--- config.mk ---
export PLATFORM = sky130hd
export DESIGN_NAME = ex_stage
export DESIGN_NICKNAME = d
export VERILOG_FILES = /design/src/common/ex_pkg.sv /design/src/common/ex_op_if.sv /design/src/hdl/ex_decode.sv /design/src/alu/ex_alu.sv /design/src/hdl/ex_branch.sv /design/src/lsu/ex_lsu.sv /design/src/hdl/ex_commit.sv /design/src/hdl/ex_stage.sv
export VERILOG_INCLUDE_DIRS = /design/src /design/src/common
export SDC_FILE = /design/constraint.sdc
export NUM_CORES = 1
export LEC_CHECK = 0
export BUFFER_PORTS_ARGS = -buffer_cell sky130_fd_sc_hd__buf_2
export CAP_MARGIN = 30
export CELL_PAD_IN_SITES_DETAIL_PLACEMENT = 1
export CELL_PAD_IN_SITES_GLOBAL_PLACEMENT = 1
export CORE_ASPECT_RATIO = 2
export CORE_MARGIN = 2
export CORE_UTILIZATION = 43
export DETAILED_ROUTE_END_ITERATION = 8
export GPL_TIMING_DRIVEN = 0
export PLACE_DENSITY_LB_ADDON = 0.08
export SLEW_MARGIN = 20
export SYNTH_ARGS = -nofsm -noshare
export SYNTH_HDL_FRONTEND = slang
export SYNTH_HIERARCHICAL = 1
export SYNTH_SLANG_ARGS = --single-unit
--- constraint.sdc ---
create_clock -name clk -period 12.9 [get_ports clk]
set_input_delay 2.58 -clock clk [delete_from_list [all_inputs] [get_ports clk]]
set_output_delay 2.58 -clock clk [all_outputs]
set_load 0.05 [all_outputs]
--- src/common/ex_config.svh ---
//**********************************************************************
// width settings for the execute stage, included by the package and
// by the decoded op interface
//**********************************************************************
`ifndef EX_CONFIG_SVH
`define EX_CONFIG_SVH

`define XLEN       32  // data word
`define REG_ADDR_W 5   // register index
`define SHAMT_W    5   // shift amount

`endif

--- src/common/ex_pkg.sv ---
//**********************************************************************
// shared types of the execute stage: opcodes, funct3 codes, op class
// and ALU op encodings, data word and register index
//**********************************************************************
`default_nettype none

`include "ex_config.svh"

package ex_pkg;

    typedef logic [`XLEN-1:0]       word_t;
    typedef logic [`REG_ADDR_W-1:0] reg_addr_t;

    typedef enum logic [6:0] {
        OPC_OP_IMM = 7'b0010011,
        OPC_OP     = 7'b0110011,
        OPC_LOAD   = 7'b0000011,
        OPC_STORE  = 7'b0100011,
        OPC_BRANCH = 7'b1100011,
        OPC_JAL    = 7'b1101111,
        OPC_JALR   = 7'b1100111,
        OPC_LUI    = 7'b0110111,
        OPC_AUIPC  = 7'b0010111
    } opcode_e;

    // funct3 meaning depends on the opcode group
    typedef enum logic [2:0] {
        F3_ADD_SUB, F3_SLL, F3_SLT, F3_SLTU, F3_XOR, F3_SR, F3_OR, F3_AND
    } alu_f3_e;

    typedef enum logic [2:0] {
        F3_BEQ = 3'b000, F3_BNE = 3'b001, F3_BLT = 3'b100,
        F3_BGE = 3'b101, F3_BLTU = 3'b110, F3_BGEU = 3'b111
    } br_f3_e;

    typedef enum logic [2:0] {
        F3_MEM_B = 3'b000, F3_MEM_H = 3'b001, F3_MEM_W = 3'b010,
        F3_MEM_BU = 3'b100, F3_MEM_HU = 3'b101
    } mem_f3_e;

    typedef enum logic [2:0] {
        CLS_NONE, CLS_ALU, CLS_BRANCH, CLS_JUMP, CLS_LOAD, CLS_STORE
    } op_class_e;

    typedef enum logic [3:0] {
        ALU_ADD, ALU_SUB, ALU_SLT, ALU_SLTU, ALU_XOR,
        ALU_OR, ALU_AND, ALU_SLL, ALU_SRL, ALU_SRA
    } alu_op_e;

endpackage

`default_nettype wire

--- src/common/ex_op_if.sv ---
//**********************************************************************
// decoded instruction, driven by the decoder and read by the ALU,
// branch, load/store and commit units
//**********************************************************************
`timescale 1ns/1ps
`default_nettype none

`include "ex_config.svh"

interface ex_op_if
    import ex_pkg::*;
();

    op_class_e            op_class;
    alu_op_e              alu_op;
    logic [2:0]           funct3;
    logic [`SHAMT_W-1:0]  shamt_imm;  // zero for register shifts
    reg_addr_t            rd;
    logic                 rd_we;

    modport decoder (output op_class, alu_op, funct3, shamt_imm, rd, rd_we);
    modport unit    (input  op_class, alu_op, funct3, shamt_imm, rd, rd_we);

endinterface

`default_nettype wire

--- src/hdl/ex_decode.sv ---
//**********************************************************************
// instruction decoder of the execute stage, turns the raw RV32I word
// into op class, ALU op, destination and write enable
//**********************************************************************
`timescale 1ns/1ps
`default_nettype none

module ex_decode
    import ex_pkg::*;
(
    input  word_t  inst_i,
    ex_op_if.decoder op
);

    logic [6:0] opcode;
    logic [2:0] funct3;
    logic [6:0] funct7;
    logic       f7_base;  // funct7 zero apart from bit 30

    assign opcode  = inst_i[6:0];
    assign funct3  = inst_i[14:12];
    assign funct7  = inst_i[31:25];
    assign f7_base = ({funct7[6], funct7[4:0]} == 6'b0);

    assign op.funct3 = funct3;
    assign op.rd     = inst_i[11:7];
    assign op.rd_we  = (op.op_class == CLS_ALU) || (op.op_class == CLS_JUMP)
                    || (op.op_class == CLS_LOAD);

    always_comb begin
        op.op_class  = CLS_NONE;
        op.alu_op    = ALU_ADD;  // jumps, lui and auipc use the sum
        op.shamt_imm = '0;
        case (opcode_e'(opcode))
            OPC_OP_IMM: begin
                op.op_class = CLS_ALU;
                case (alu_f3_e'(funct3))
                    F3_ADD_SUB: op.alu_op = ALU_ADD;
                    F3_SLT:     op.alu_op = ALU_SLT;
                    F3_SLTU:    op.alu_op = ALU_SLTU;
                    F3_XOR:     op.alu_op = ALU_XOR;
                    F3_OR:      op.alu_op = ALU_OR;
                    F3_AND:     op.alu_op = ALU_AND;
                    F3_SLL: begin
                        op.alu_op    = ALU_SLL;
                        op.shamt_imm = inst_i[24:20];
                        if (!f7_base || funct7[5]) op.op_class = CLS_NONE;
                    end
                    default: begin  // srli / srai
                        op.alu_op    = funct7[5] ? ALU_SRA : ALU_SRL;
                        op.shamt_imm = inst_i[24:20];
                        if (!f7_base) op.op_class = CLS_NONE;
                    end
                endcase
            end
            OPC_OP: begin
                case (alu_f3_e'(funct3))
                    F3_ADD_SUB: op.alu_op = funct7[5] ? ALU_SUB : ALU_ADD;
                    F3_SLL:     op.alu_op = ALU_SLL;
                    F3_SLT:     op.alu_op = ALU_SLT;
                    F3_SLTU:    op.alu_op = ALU_SLTU;
                    F3_XOR:     op.alu_op = ALU_XOR;
                    F3_SR:      op.alu_op = funct7[5] ? ALU_SRA : ALU_SRL;
                    F3_OR:      op.alu_op = ALU_OR;
                    default:    op.alu_op = ALU_AND;
                endcase
                // bit 30 only legal on add/sub and srl/sra
                if (f7_base && (!funct7[5] || funct3 == F3_ADD_SUB || funct3 == F3_SR)) begin
                    op.op_class = CLS_ALU;
                end
            end
            OPC_LOAD: begin
                if (funct3 inside {F3_MEM_B, F3_MEM_H, F3_MEM_W, F3_MEM_BU, F3_MEM_HU}) begin
                    op.op_class = CLS_LOAD;
                end
            end
            OPC_STORE: begin
                if (funct3 inside {F3_MEM_B, F3_MEM_H, F3_MEM_W}) op.op_class = CLS_STORE;
            end
            OPC_BRANCH: begin
                if (funct3 inside {F3_BEQ, F3_BNE, F3_BLT, F3_BGE, F3_BLTU, F3_BGEU}) begin
                    op.op_class = CLS_BRANCH;
                end
            end
            OPC_JAL:   op.op_class = CLS_JUMP;
            OPC_JALR:  op.op_class = (funct3 == 3'b000) ? CLS_JUMP : CLS_NONE;
            OPC_LUI,
            OPC_AUIPC: op.op_class = CLS_ALU;
            default:   op.op_class = CLS_NONE;
        endcase
    end

endmodule

`default_nettype wire

--- src/alu/ex_alu.sv ---
//**********************************************************************
// integer ALU: arithmetic, logic, shifts and set-less-than, plus the
// compare flags used for branch conditions
//**********************************************************************
`timescale 1ns/1ps
`default_nettype none

`include "ex_config.svh"

module ex_alu
    import ex_pkg::*;
(
    ex_op_if.unit op,
    input  word_t op1_i,
    input  word_t op2_i,
    input  word_t reg1_i,
    output word_t alu_result_o,
    output logic  lt_o,
    output logic  ltu_o,
    output logic  eq_o
);

    logic [`SHAMT_W-1:0] shamt;

    assign lt_o  = $signed(op1_i) < $signed(op2_i);
    assign ltu_o = op1_i < op2_i;
    assign eq_o  = (op1_i == op2_i);

    // register shifts leave shamt_imm at zero, op2 then holds rs2
    // a zero immediate amount equals op2 low bits as well
    assign shamt = (op.shamt_imm != '0) ? op.shamt_imm : op2_i[`SHAMT_W-1:0];

    always_comb begin
        case (op.alu_op)
            ALU_SUB:  alu_result_o = op1_i - op2_i;
            ALU_SLT:  alu_result_o = word_t'(lt_o);
            ALU_SLTU: alu_result_o = word_t'(ltu_o);
            ALU_XOR:  alu_result_o = op1_i ^ op2_i;
            ALU_OR:   alu_result_o = op1_i | op2_i;
            ALU_AND:  alu_result_o = op1_i & op2_i;
            ALU_SLL:  alu_result_o = reg1_i << shamt;
            ALU_SRL:  alu_result_o = reg1_i >> shamt;
            ALU_SRA:  alu_result_o = word_t'($signed(reg1_i) >>> shamt);  // sign kept
            default:  alu_result_o = op1_i + op2_i;
        endcase
    end

endmodule

`default_nettype wire

--- src/hdl/ex_branch.sv ---
//**********************************************************************
// branch unit, picks the taken condition from funct3 and forms the
// jump target from the jump operands
//**********************************************************************
`timescale 1ns/1ps
`default_nettype none

module ex_branch
    import ex_pkg::*;
(
    ex_op_if.unit op,
    input  logic  lt_i,
    input  logic  ltu_i,
    input  logic  eq_i,
    input  word_t op1_jump_i,
    input  word_t op2_jump_i,
    output logic  take_o,
    output word_t target_o
);

    logic cond;

    always_comb begin
        case (br_f3_e'(op.funct3))
            F3_BEQ:  cond = eq_i;
            F3_BNE:  cond = !eq_i;
            F3_BLT:  cond = lt_i;
            F3_BGE:  cond = !lt_i;
            F3_BLTU: cond = ltu_i;
            F3_BGEU: cond = !ltu_i;
            default: cond = 1'b0;
        endcase
    end

    assign take_o   = (op.op_class == CLS_JUMP) || ((op.op_class == CLS_BRANCH) && cond);
    assign target_o = op1_jump_i + op2_jump_i;

endmodule

`default_nettype wire

--- src/lsu/ex_lsu.sv ---
//**********************************************************************
// load/store unit: one memory address for read and write, lane
// extraction on loads, read-modify-write merge on stores
//**********************************************************************
`timescale 1ns/1ps
`default_nettype none

module ex_lsu
    import ex_pkg::*;
(
    ex_op_if.unit op,
    input  word_t op1_i,
    input  word_t op2_i,
    input  word_t reg2_i,
    input  word_t mem_rdata_i,
    input  logic  int_assert_i,
    output logic  mem_req_o,
    output logic  mem_we_o,
    output word_t mem_addr_o,
    output word_t mem_wdata_o,
    output word_t load_data_o
);

    logic [1:0]  lane;
    logic [7:0]  byte_sel;
    logic [15:0] half_sel;
    logic        is_load;
    logic        is_store;

    assign mem_addr_o = op1_i + op2_i;
    assign lane       = mem_addr_o[1:0];
    assign byte_sel   = mem_rdata_i[{lane, 3'b000} +: 8];
    assign half_sel   = (lane == 2'b00) ? mem_rdata_i[15:0] : mem_rdata_i[31:16];

    assign is_load  = (op.op_class == CLS_LOAD);
    assign is_store = (op.op_class == CLS_STORE);

    // no bus traffic while an interrupt is taken
    assign mem_req_o = (is_load || is_store) && !int_assert_i;
    assign mem_we_o  = is_store && !int_assert_i;

    always_comb begin
        case (mem_f3_e'(op.funct3))
            F3_MEM_B:  load_data_o = {{24{byte_sel[7]}}, byte_sel};
            F3_MEM_H:  load_data_o = {{16{half_sel[15]}}, half_sel};
            F3_MEM_BU: load_data_o = {24'h0, byte_sel};
            F3_MEM_HU: load_data_o = {16'h0, half_sel};
            default:   load_data_o = mem_rdata_i;
        endcase
    end

    always_comb begin
        mem_wdata_o = mem_rdata_i;  // untouched lanes come from the read
        case (mem_f3_e'(op.funct3))
            F3_MEM_B: mem_wdata_o[{lane, 3'b000} +: 8] = reg2_i[7:0];
            F3_MEM_H: begin
                if (lane == 2'b00) mem_wdata_o[15:0] = reg2_i[15:0];
                else mem_wdata_o[31:16] = reg2_i[15:0];
            end
            default:  mem_wdata_o = reg2_i;
        endcase
        if (!is_store) mem_wdata_o = '0;
    end

endmodule

`default_nettype wire

--- src/hdl/ex_commit.sv ---
//**********************************************************************
// commit stage, selects the write-back value, applies the interrupt
// override and registers register-write and jump results for one clk
//**********************************************************************
`timescale 1ns/1ps
`default_nettype none

module ex_commit
    import ex_pkg::*;
(
    input  logic      clk,
    input  logic      arst_n_i,
    ex_op_if.unit     op,
    input  word_t     alu_result_i,
    input  word_t     load_data_i,
    input  logic      take_i,
    input  word_t     target_i,
    input  word_t     int_addr_i,
    input  logic      int_assert_i,
    output logic      reg_we_o,
    output reg_addr_t reg_waddr_o,
    output word_t     reg_wdata_o,
    output logic      jump_flag_o,
    output word_t     jump_addr_o
);

    word_t wdata;

    // jal, jalr, lui and auipc all write the ALU sum
    assign wdata = (op.op_class == CLS_LOAD) ? load_data_i : alu_result_i;

    always_ff @(posedge clk or negedge arst_n_i) begin
        if (!arst_n_i) begin
            reg_we_o    <= 1'b0;
            jump_flag_o <= 1'b0;
        end else begin
            reg_we_o    <= op.rd_we && !int_assert_i;
            jump_flag_o <= take_i || int_assert_i;  // interrupt forces a jump
        end
    end

    always_ff @(posedge clk) begin
        reg_waddr_o <= op.rd;
        reg_wdata_o <= wdata;
        jump_addr_o <= int_assert_i ? int_addr_i : target_i;
    end

endmodule

`default_nettype wire

--- src/hdl/ex_stage.sv ---
//**********************************************************************
// execute stage top level for a small RV32I core, memory side is
// combinational, register write and jump come out one clk later
//**********************************************************************
`timescale 1ns/1ps
`default_nettype none

module ex_stage
    import ex_pkg::*;
(
    input  logic      clk,
    input  logic      arst_n_i,
    input  word_t     inst_i,
    input  word_t     reg1_rdata_i,
    input  word_t     reg2_rdata_i,
    input  word_t     op1_i,
    input  word_t     op2_i,
    input  word_t     op1_jump_i,
    input  word_t     op2_jump_i,
    input  word_t     mem_rdata_i,
    input  logic      int_assert_i,
    input  word_t     int_addr_i,
    output logic      mem_req_o,
    output logic      mem_we_o,
    output word_t     mem_addr_o,
    output word_t     mem_wdata_o,
    output logic      reg_we_o,
    output reg_addr_t reg_waddr_o,
    output word_t     reg_wdata_o,
    output logic      jump_flag_o,
    output word_t     jump_addr_o
);

    word_t alu_result;
    word_t load_data;
    word_t target;
    logic  lt, ltu, eq;
    logic  take;

    ex_op_if i_op ();

    ex_decode i_decode (.inst_i(inst_i), .op(i_op.decoder));

    ex_alu i_alu (
        .op(i_op.unit), .op1_i(op1_i), .op2_i(op2_i), .reg1_i(reg1_rdata_i),
        .alu_result_o(alu_result), .lt_o(lt), .ltu_o(ltu), .eq_o(eq)
    );

    ex_branch i_branch (
        .op(i_op.unit), .lt_i(lt), .ltu_i(ltu), .eq_i(eq),
        .op1_jump_i(op1_jump_i), .op2_jump_i(op2_jump_i), .take_o(take), .target_o(target)
    );

    ex_lsu i_lsu (
        .op(i_op.unit), .op1_i(op1_i), .op2_i(op2_i), .reg2_i(reg2_rdata_i),
        .mem_rdata_i(mem_rdata_i), .int_assert_i(int_assert_i),
        .mem_req_o(mem_req_o), .mem_we_o(mem_we_o), .mem_addr_o(mem_addr_o),
        .mem_wdata_o(mem_wdata_o), .load_data_o(load_data)
    );

    ex_commit i_commit (
        .clk(clk), .arst_n_i(arst_n_i), .op(i_op.unit),
        .alu_result_i(alu_result), .load_data_i(load_data), .take_i(take),
        .target_i(target), .int_addr_i(int_addr_i), .int_assert_i(int_assert_i),
        .reg_we_o(reg_we_o), .reg_waddr_o(reg_waddr_o), .reg_wdata_o(reg_wdata_o),
        .jump_flag_o(jump_flag_o), .jump_addr_o(jump_addr_o)
    );

endmodule

`default_nettype wire

# After elaboration in Yosys (flattened, before gate mapping)
# Index checks and enable logic that the tools add are counted.
# word_totals
register_bits	71
latch_bits	0
ram_bits	0
romBits	0
inputBits	291
out_inout_bits	137
elab_cells	107
n_memories	0
# classes
addsub	4
n_mul	0
div	0
magnitude_cmp	2
n_eq_ne	31
shifts	6
n_mux	28
n_bitwise	3
n_reduce_logical	28
# ops
cell	count
$pmux 32 s9	1
$pmux 32 s4	1
$mux 32	3
$add 32x32->32	2
$lt 32x32->1	2
$pmux 32 s2	1
$pmux 4 s7	2
$mux 16	3
$and 32x32->32	1
$bwmux 32	1
$eq 32x32->1	1
$or 32x32->32	1
$shift 8x7->32 const A	1
$shiftx 32x6->8	1
$shiftx 8x7->32	1
$shl 32x5->32	1
$shr 32x5->32	1
$sshr 32x5->32	1
$sub 32x32->32	1
$xor 32x32->32	1
$pmux 3 s8	1
$eq 7x6->1 const B	3
$eq 7x7->1 const B	3
$eq 3x3->1 const B	6
other kinds (27)	62

# Depth between registers and ports, before layout
# logic_depth
word_depth	10
ltp_mapped	18
depth_no_buf	18

# Modules after synthesis
# Netlist, hierarchy kept.
# modules_own_cells
module	instances	cells_per_inst	area_per_inst_um2	seq_area_each_um2
ex_alu	1	1285	8939.8	0.0
ex_lsu	1	536	3254.4	0.0
ex_commit	1	145	2237.1	1431.4
ex_branch	1	209	1565.3	0.0
ex_decode	1	60	384.1	0.0

# Worst setup path after synthesis
# OpenSTA, ideal clock, no wires.
# synth_timing
path_type	input -> output
from	in op1_i[0]
to	out mem_wdata_o[16]
arrival_time_ps	6231
required_ps	10320
path_slack_ps	4089
path_stages	10
path_buffers	1
path_cell_list	ha_1 -> fa_1 -> buf_4 -> inv_1 -> ha_1 -> nor4_1 -> a221oi_1 -> a311oi_1 -> a21oi_1 -> nor2_1
# synth_between
elab_chain_len	6
elab_cells_between_ends	9
cone_classes	2 x add/sub; 2 x shift; 4 x mux; 1 x reduce/logical
# synth_lines
element	line_no	rtl
start, declared	ex_stage.sv:16	input word_t op1_i,
$add 32x32->32 *	ex_lsu.sv:30	assign mem_addr_o = op1_i + op2_i;
net mem_addr_o[1]	ex_stage.sv:25	output word_t mem_addr_o,
$neg 5->7	ex_lsu.sv:55	F3_MEM_B: mem_wdata_o[{lane, 3'b000} +: 8] = reg2_i[7:0];
$shiftx 8x7->32 or $shift 8x7->32 (tied branches)	ex_lsu.sv:55	
$bwmux 32	ex_lsu.sv:55	
$pmux 32 s2 *	ex_lsu.sv:54	case (mem_f3_e'(op.funct3))
$mux 32 *	ex_lsu.sv:62	if (!is_store) mem_wdata_o = '0;
end, declared	ex_stage.sv:26	output word_t mem_wdata_o,
# The timed path passes the listed nets; every way through them passes the cells marked *.

# Worst setup path after layout
# layout_timing
from	in op2_i[0]
to	out mem_wdata_o[18]
# layout_between
elab_chain_len	6
elab_cells_between_ends	9
cone_classes	2 x add/sub; 2 x shift; 4 x mux; 1 x reduce/logical
# layout_lines
element	line_no	rtl
start, declared	ex_stage.sv:17	input word_t op2_i,
$add 32x32->32 *	ex_lsu.sv:30	
$neg 5->7	ex_lsu.sv:55	
$shiftx 8x7->32 or $shift 8x7->32 (tied branches)	ex_lsu.sv:55	
$bwmux 32	ex_lsu.sv:55	
$pmux 32 s2 *	ex_lsu.sv:54	
$mux 32 *	ex_lsu.sv:62	
# Every way passes the cells marked *; elsewhere a longest branch is shown, timed or not.

==> results_dict.tcl <==
set metrics [dict create \
    cts_resized 0 \
    syn_avg_cell_area_um2 7.33 \
    synth-seq-cells 71 \
    worst_ep_required_time_ns 10.32 \
    setup-violations-final 0 \
    tns_ns 0 \
    clk_pin_slew_ns 0.06 \
    maxSlewViolCount 0 \
    cts_buffers 9 \
    fin_ws_ns 3.79 \
    dp_worst_setup_slack_ns 3.75 \
    switching_power_uw 904 \
    cp_common_cell "buf_2" \
    hold_buffers 0 \
    crit_chain "buf_2 -> ha_1 -> fa_1 -> buf_4 -> inv_1 -> ha_1 -> nor4_1 -> buf_2 -> a221oi_1 -> a311oi_1 -> a21oi_1 -> nor2_1 -> buf_2" \
    cts.htree.levels 3 \
    drt-wirelength-per-cell_um 30.8 \
    grt_pass1_wl_mm 140 \
    syn_area_um2 16400 \
    cts_tree "yes" \
    layout_common_cells "buf_2 (443), nand2_1 (241), nor2_1 (204), a21oi_1 (199), ha_1 (161)" \
    period_share_pct 70.6 \
    syn_inst 2235 \
    grt.overflow.total 0 \
    via_per_inst 6.81 \
    die_area_um2 39800 \
    rsz0062_at_grt "false" \
    first_global_vias 22974 \
    synth.distinct_cells 113 \
    peakVddDrop_uv 77.2 \
    cts_setup_buffers 0 \
    start_kind "primary input" \
    syn_nets 2691 \
    cpMaxStageDelayCell "fa_1" \
    yosysWarnings 6 \
    end_kind "output pin" \
    final.min_clock_period_ns 9.11 \
    comb_power_share_pct 68.0 \
    p_leak_uw 0.00899 \
    worstMarginPinSlew_ns 1.19 \
    drive_above_1_share_pct 24.5 \
    die_height_um 280 \
    place_congestion 1.15 \
    start_util_pct 43.4 \
    pwr-share-seq_pct 16.3 \
    cts_buffer_depth 2 \
    clockPowerShare_pct 15.7 \
    maxSlewHeadroom_pct 20.8 \
    pwr_density_cell_nw_per_um2 84.4 \
    drt_iter0_markers 1501 \
    cts_sinks 71 \
    power.internal_uw 736 \
    ioPinCount 428 \
    drc_errors 0 \
    grt_max_degree 16 \
    cpPeakStageDelay_ns 0.87 \
    cts_root_buffer "clkbuf_16" \
    io_buffer_count 414 \
    dpl.hpwl_mm 79.1 \
    nFillCells 5042 \
    switching_share_pct 55.1 \
    hp-class "in2async" \
    wirelength_mm 96.9 \
    hold_viol 0 \
    grt.total_usage_pct 46.9 \
    synth-edff-count 0 \
    critPathArrivalTime_ns 6.53 \
    async_flop_share_pct 2.82 \
    fmax_ghz 0.110 \
    status "completed" \
    row_count 101 \
    core_area_um2 37800 \
    cap_violations 0 \
    synthToLayoutAreaGrowth_pct 18.6 \
    yosysSeqAreaShare_pct 8.74 \
    vias 21440 \
    cp_max_fo 10 \
    die_x_um 142 \
    ant_nets 0 \
    firstDrtPassIters 6 \
    antenna_found_initial 13 \
    ys.flop_type "dfxtp_1" \
    layout_commonest_cell "buf_2" \
    critPathKind "in2out" \
    nNetsFinal 3125 \
]
## metrics by stage
stage / area, um2 / utilization, % / total power, uW / cells / hold slack, ns
6_report: 19400 / 51.4 / 1640 / 3147 / 2.00
5_1_grt: 19400 / 51.4 / 1690 / 3144 / 2.01
4_1_cts: 19300 / 51.2 / 1600 / 3131 / 2.00
3_5_place_dp: 19100 / 50.4 / 1340 / 3115 / 2.37
3_3_place_gp: 19000 / 50.4 / 1310 / 3112 / 2.37
2_1_floorplan: 16400 / - / 979 / 2235 / 2.28
## per-layer routing
layer / routed length, um / part of all wire (%) / GRT usage [%] / vias up
met2: 47600 / 49 / 82.4 / 1389
met1: 28900 / 30 / 40.1 / 10163
met5: 44 / 0.045 / 0 / -
li1: - / - / - / 9230
met4: 12700 / 13 / 51.8 / 8
met3: 7660 / 7.9 / 12.1 / 650
## worst max-delay path, delay by kind of cell
kind                       cells  cell delay, ns
AOI/OAI and AO/OA              3            0.58
adders and majority gates      3            1.54
buffers and inverters          5            1.19
and+or+nand+nor                2            0.65
## power by group through the flow
stage / Clock, uW / Sequential (uW) / Combinational [uW]
after CTS: 259 / 267 / 1070
after detailed placement: 0 / 272 / 1060
after floorplan: 0 / 400 / 580
final: 258 / 267 / 1110
after global routing: 266 / 270 / 1160
after global placement: 0 / 270 / 1040
## cells in the mapped netlist, types with 32 or more instances
master    count  area share [%]
a21o_1       44             2.0
mux2i_1     108             6.6
mux2_2       69             4.7
o21ai_0     120             3.7
inv_1       117             2.7
nand2_1     241             5.5
nor2_1      204             4.7
ha_1        161              12
xnor2_1      52             2.8
nor3_1       46             1.4
clkbuf_1     67             1.5
a22oi_1      37             1.7
dfxtp_1      69             8.4
a211oi_1     32             1.5
a221oi_1     34             1.8
a21oi_1     199             6.1
nand3_1      52             1.6
## final timing paths
path | start | endpoint | cells after the start
setup / recovery | op2_i[0] | mem_wdata_o[18] | 13
hold / removal | arst_n_i | i_commit/reg_we_o$_DFF_PN0_ | 1
max in group asynchronous | arst_n_i | i_commit/jump_flag_o$_DFF_PN0_ | 1
min in group clk | inst_i[8] | i_commit/reg_waddr_o[1]$_DFF_P_ | 1
## state kept, by name, summed over array words and instances (netlist names)
| signal | cells |
|---|---|
| i_commit/jump_flag_o | 1 |
| i_commit/reg_we_o | 1 |
| i_commit/reg_wdata_o | 32 |
| i_commit/jump_addr_o | 32 |
| i_commit/reg_waddr_o | 5 |
## layout make-up
type                    count  area [um2]  share of cell area (%)
diodes                     10        25.0                   0.129
plain buffers             143         768                    3.96
clock inverters             7        60.1                   0.309
repair buffers            423        2130                    11.0
inverters                 120         450                    2.32
clock buffers               9         225                    1.16
flip-flops and latches     71        1430                    7.37
well taps                 463         579                    2.98
multi-input cells        1901       13700                    70.8
## kinds of logic (layout without fill, tap and decap cells)
logic type,after synthesis,after routing,share of synthesized area [%]
flops,71,71,8.74
other cells,0,10,0
simple gates,703,703,20.1
mux,206,206,15.2
compound gates,753,753,31.8
fa+ha+maj,165,165,12.8
xor+xnor,74,74,3.96
buf+inv,263,702,7.44
(Power assumes the default switching activity.)
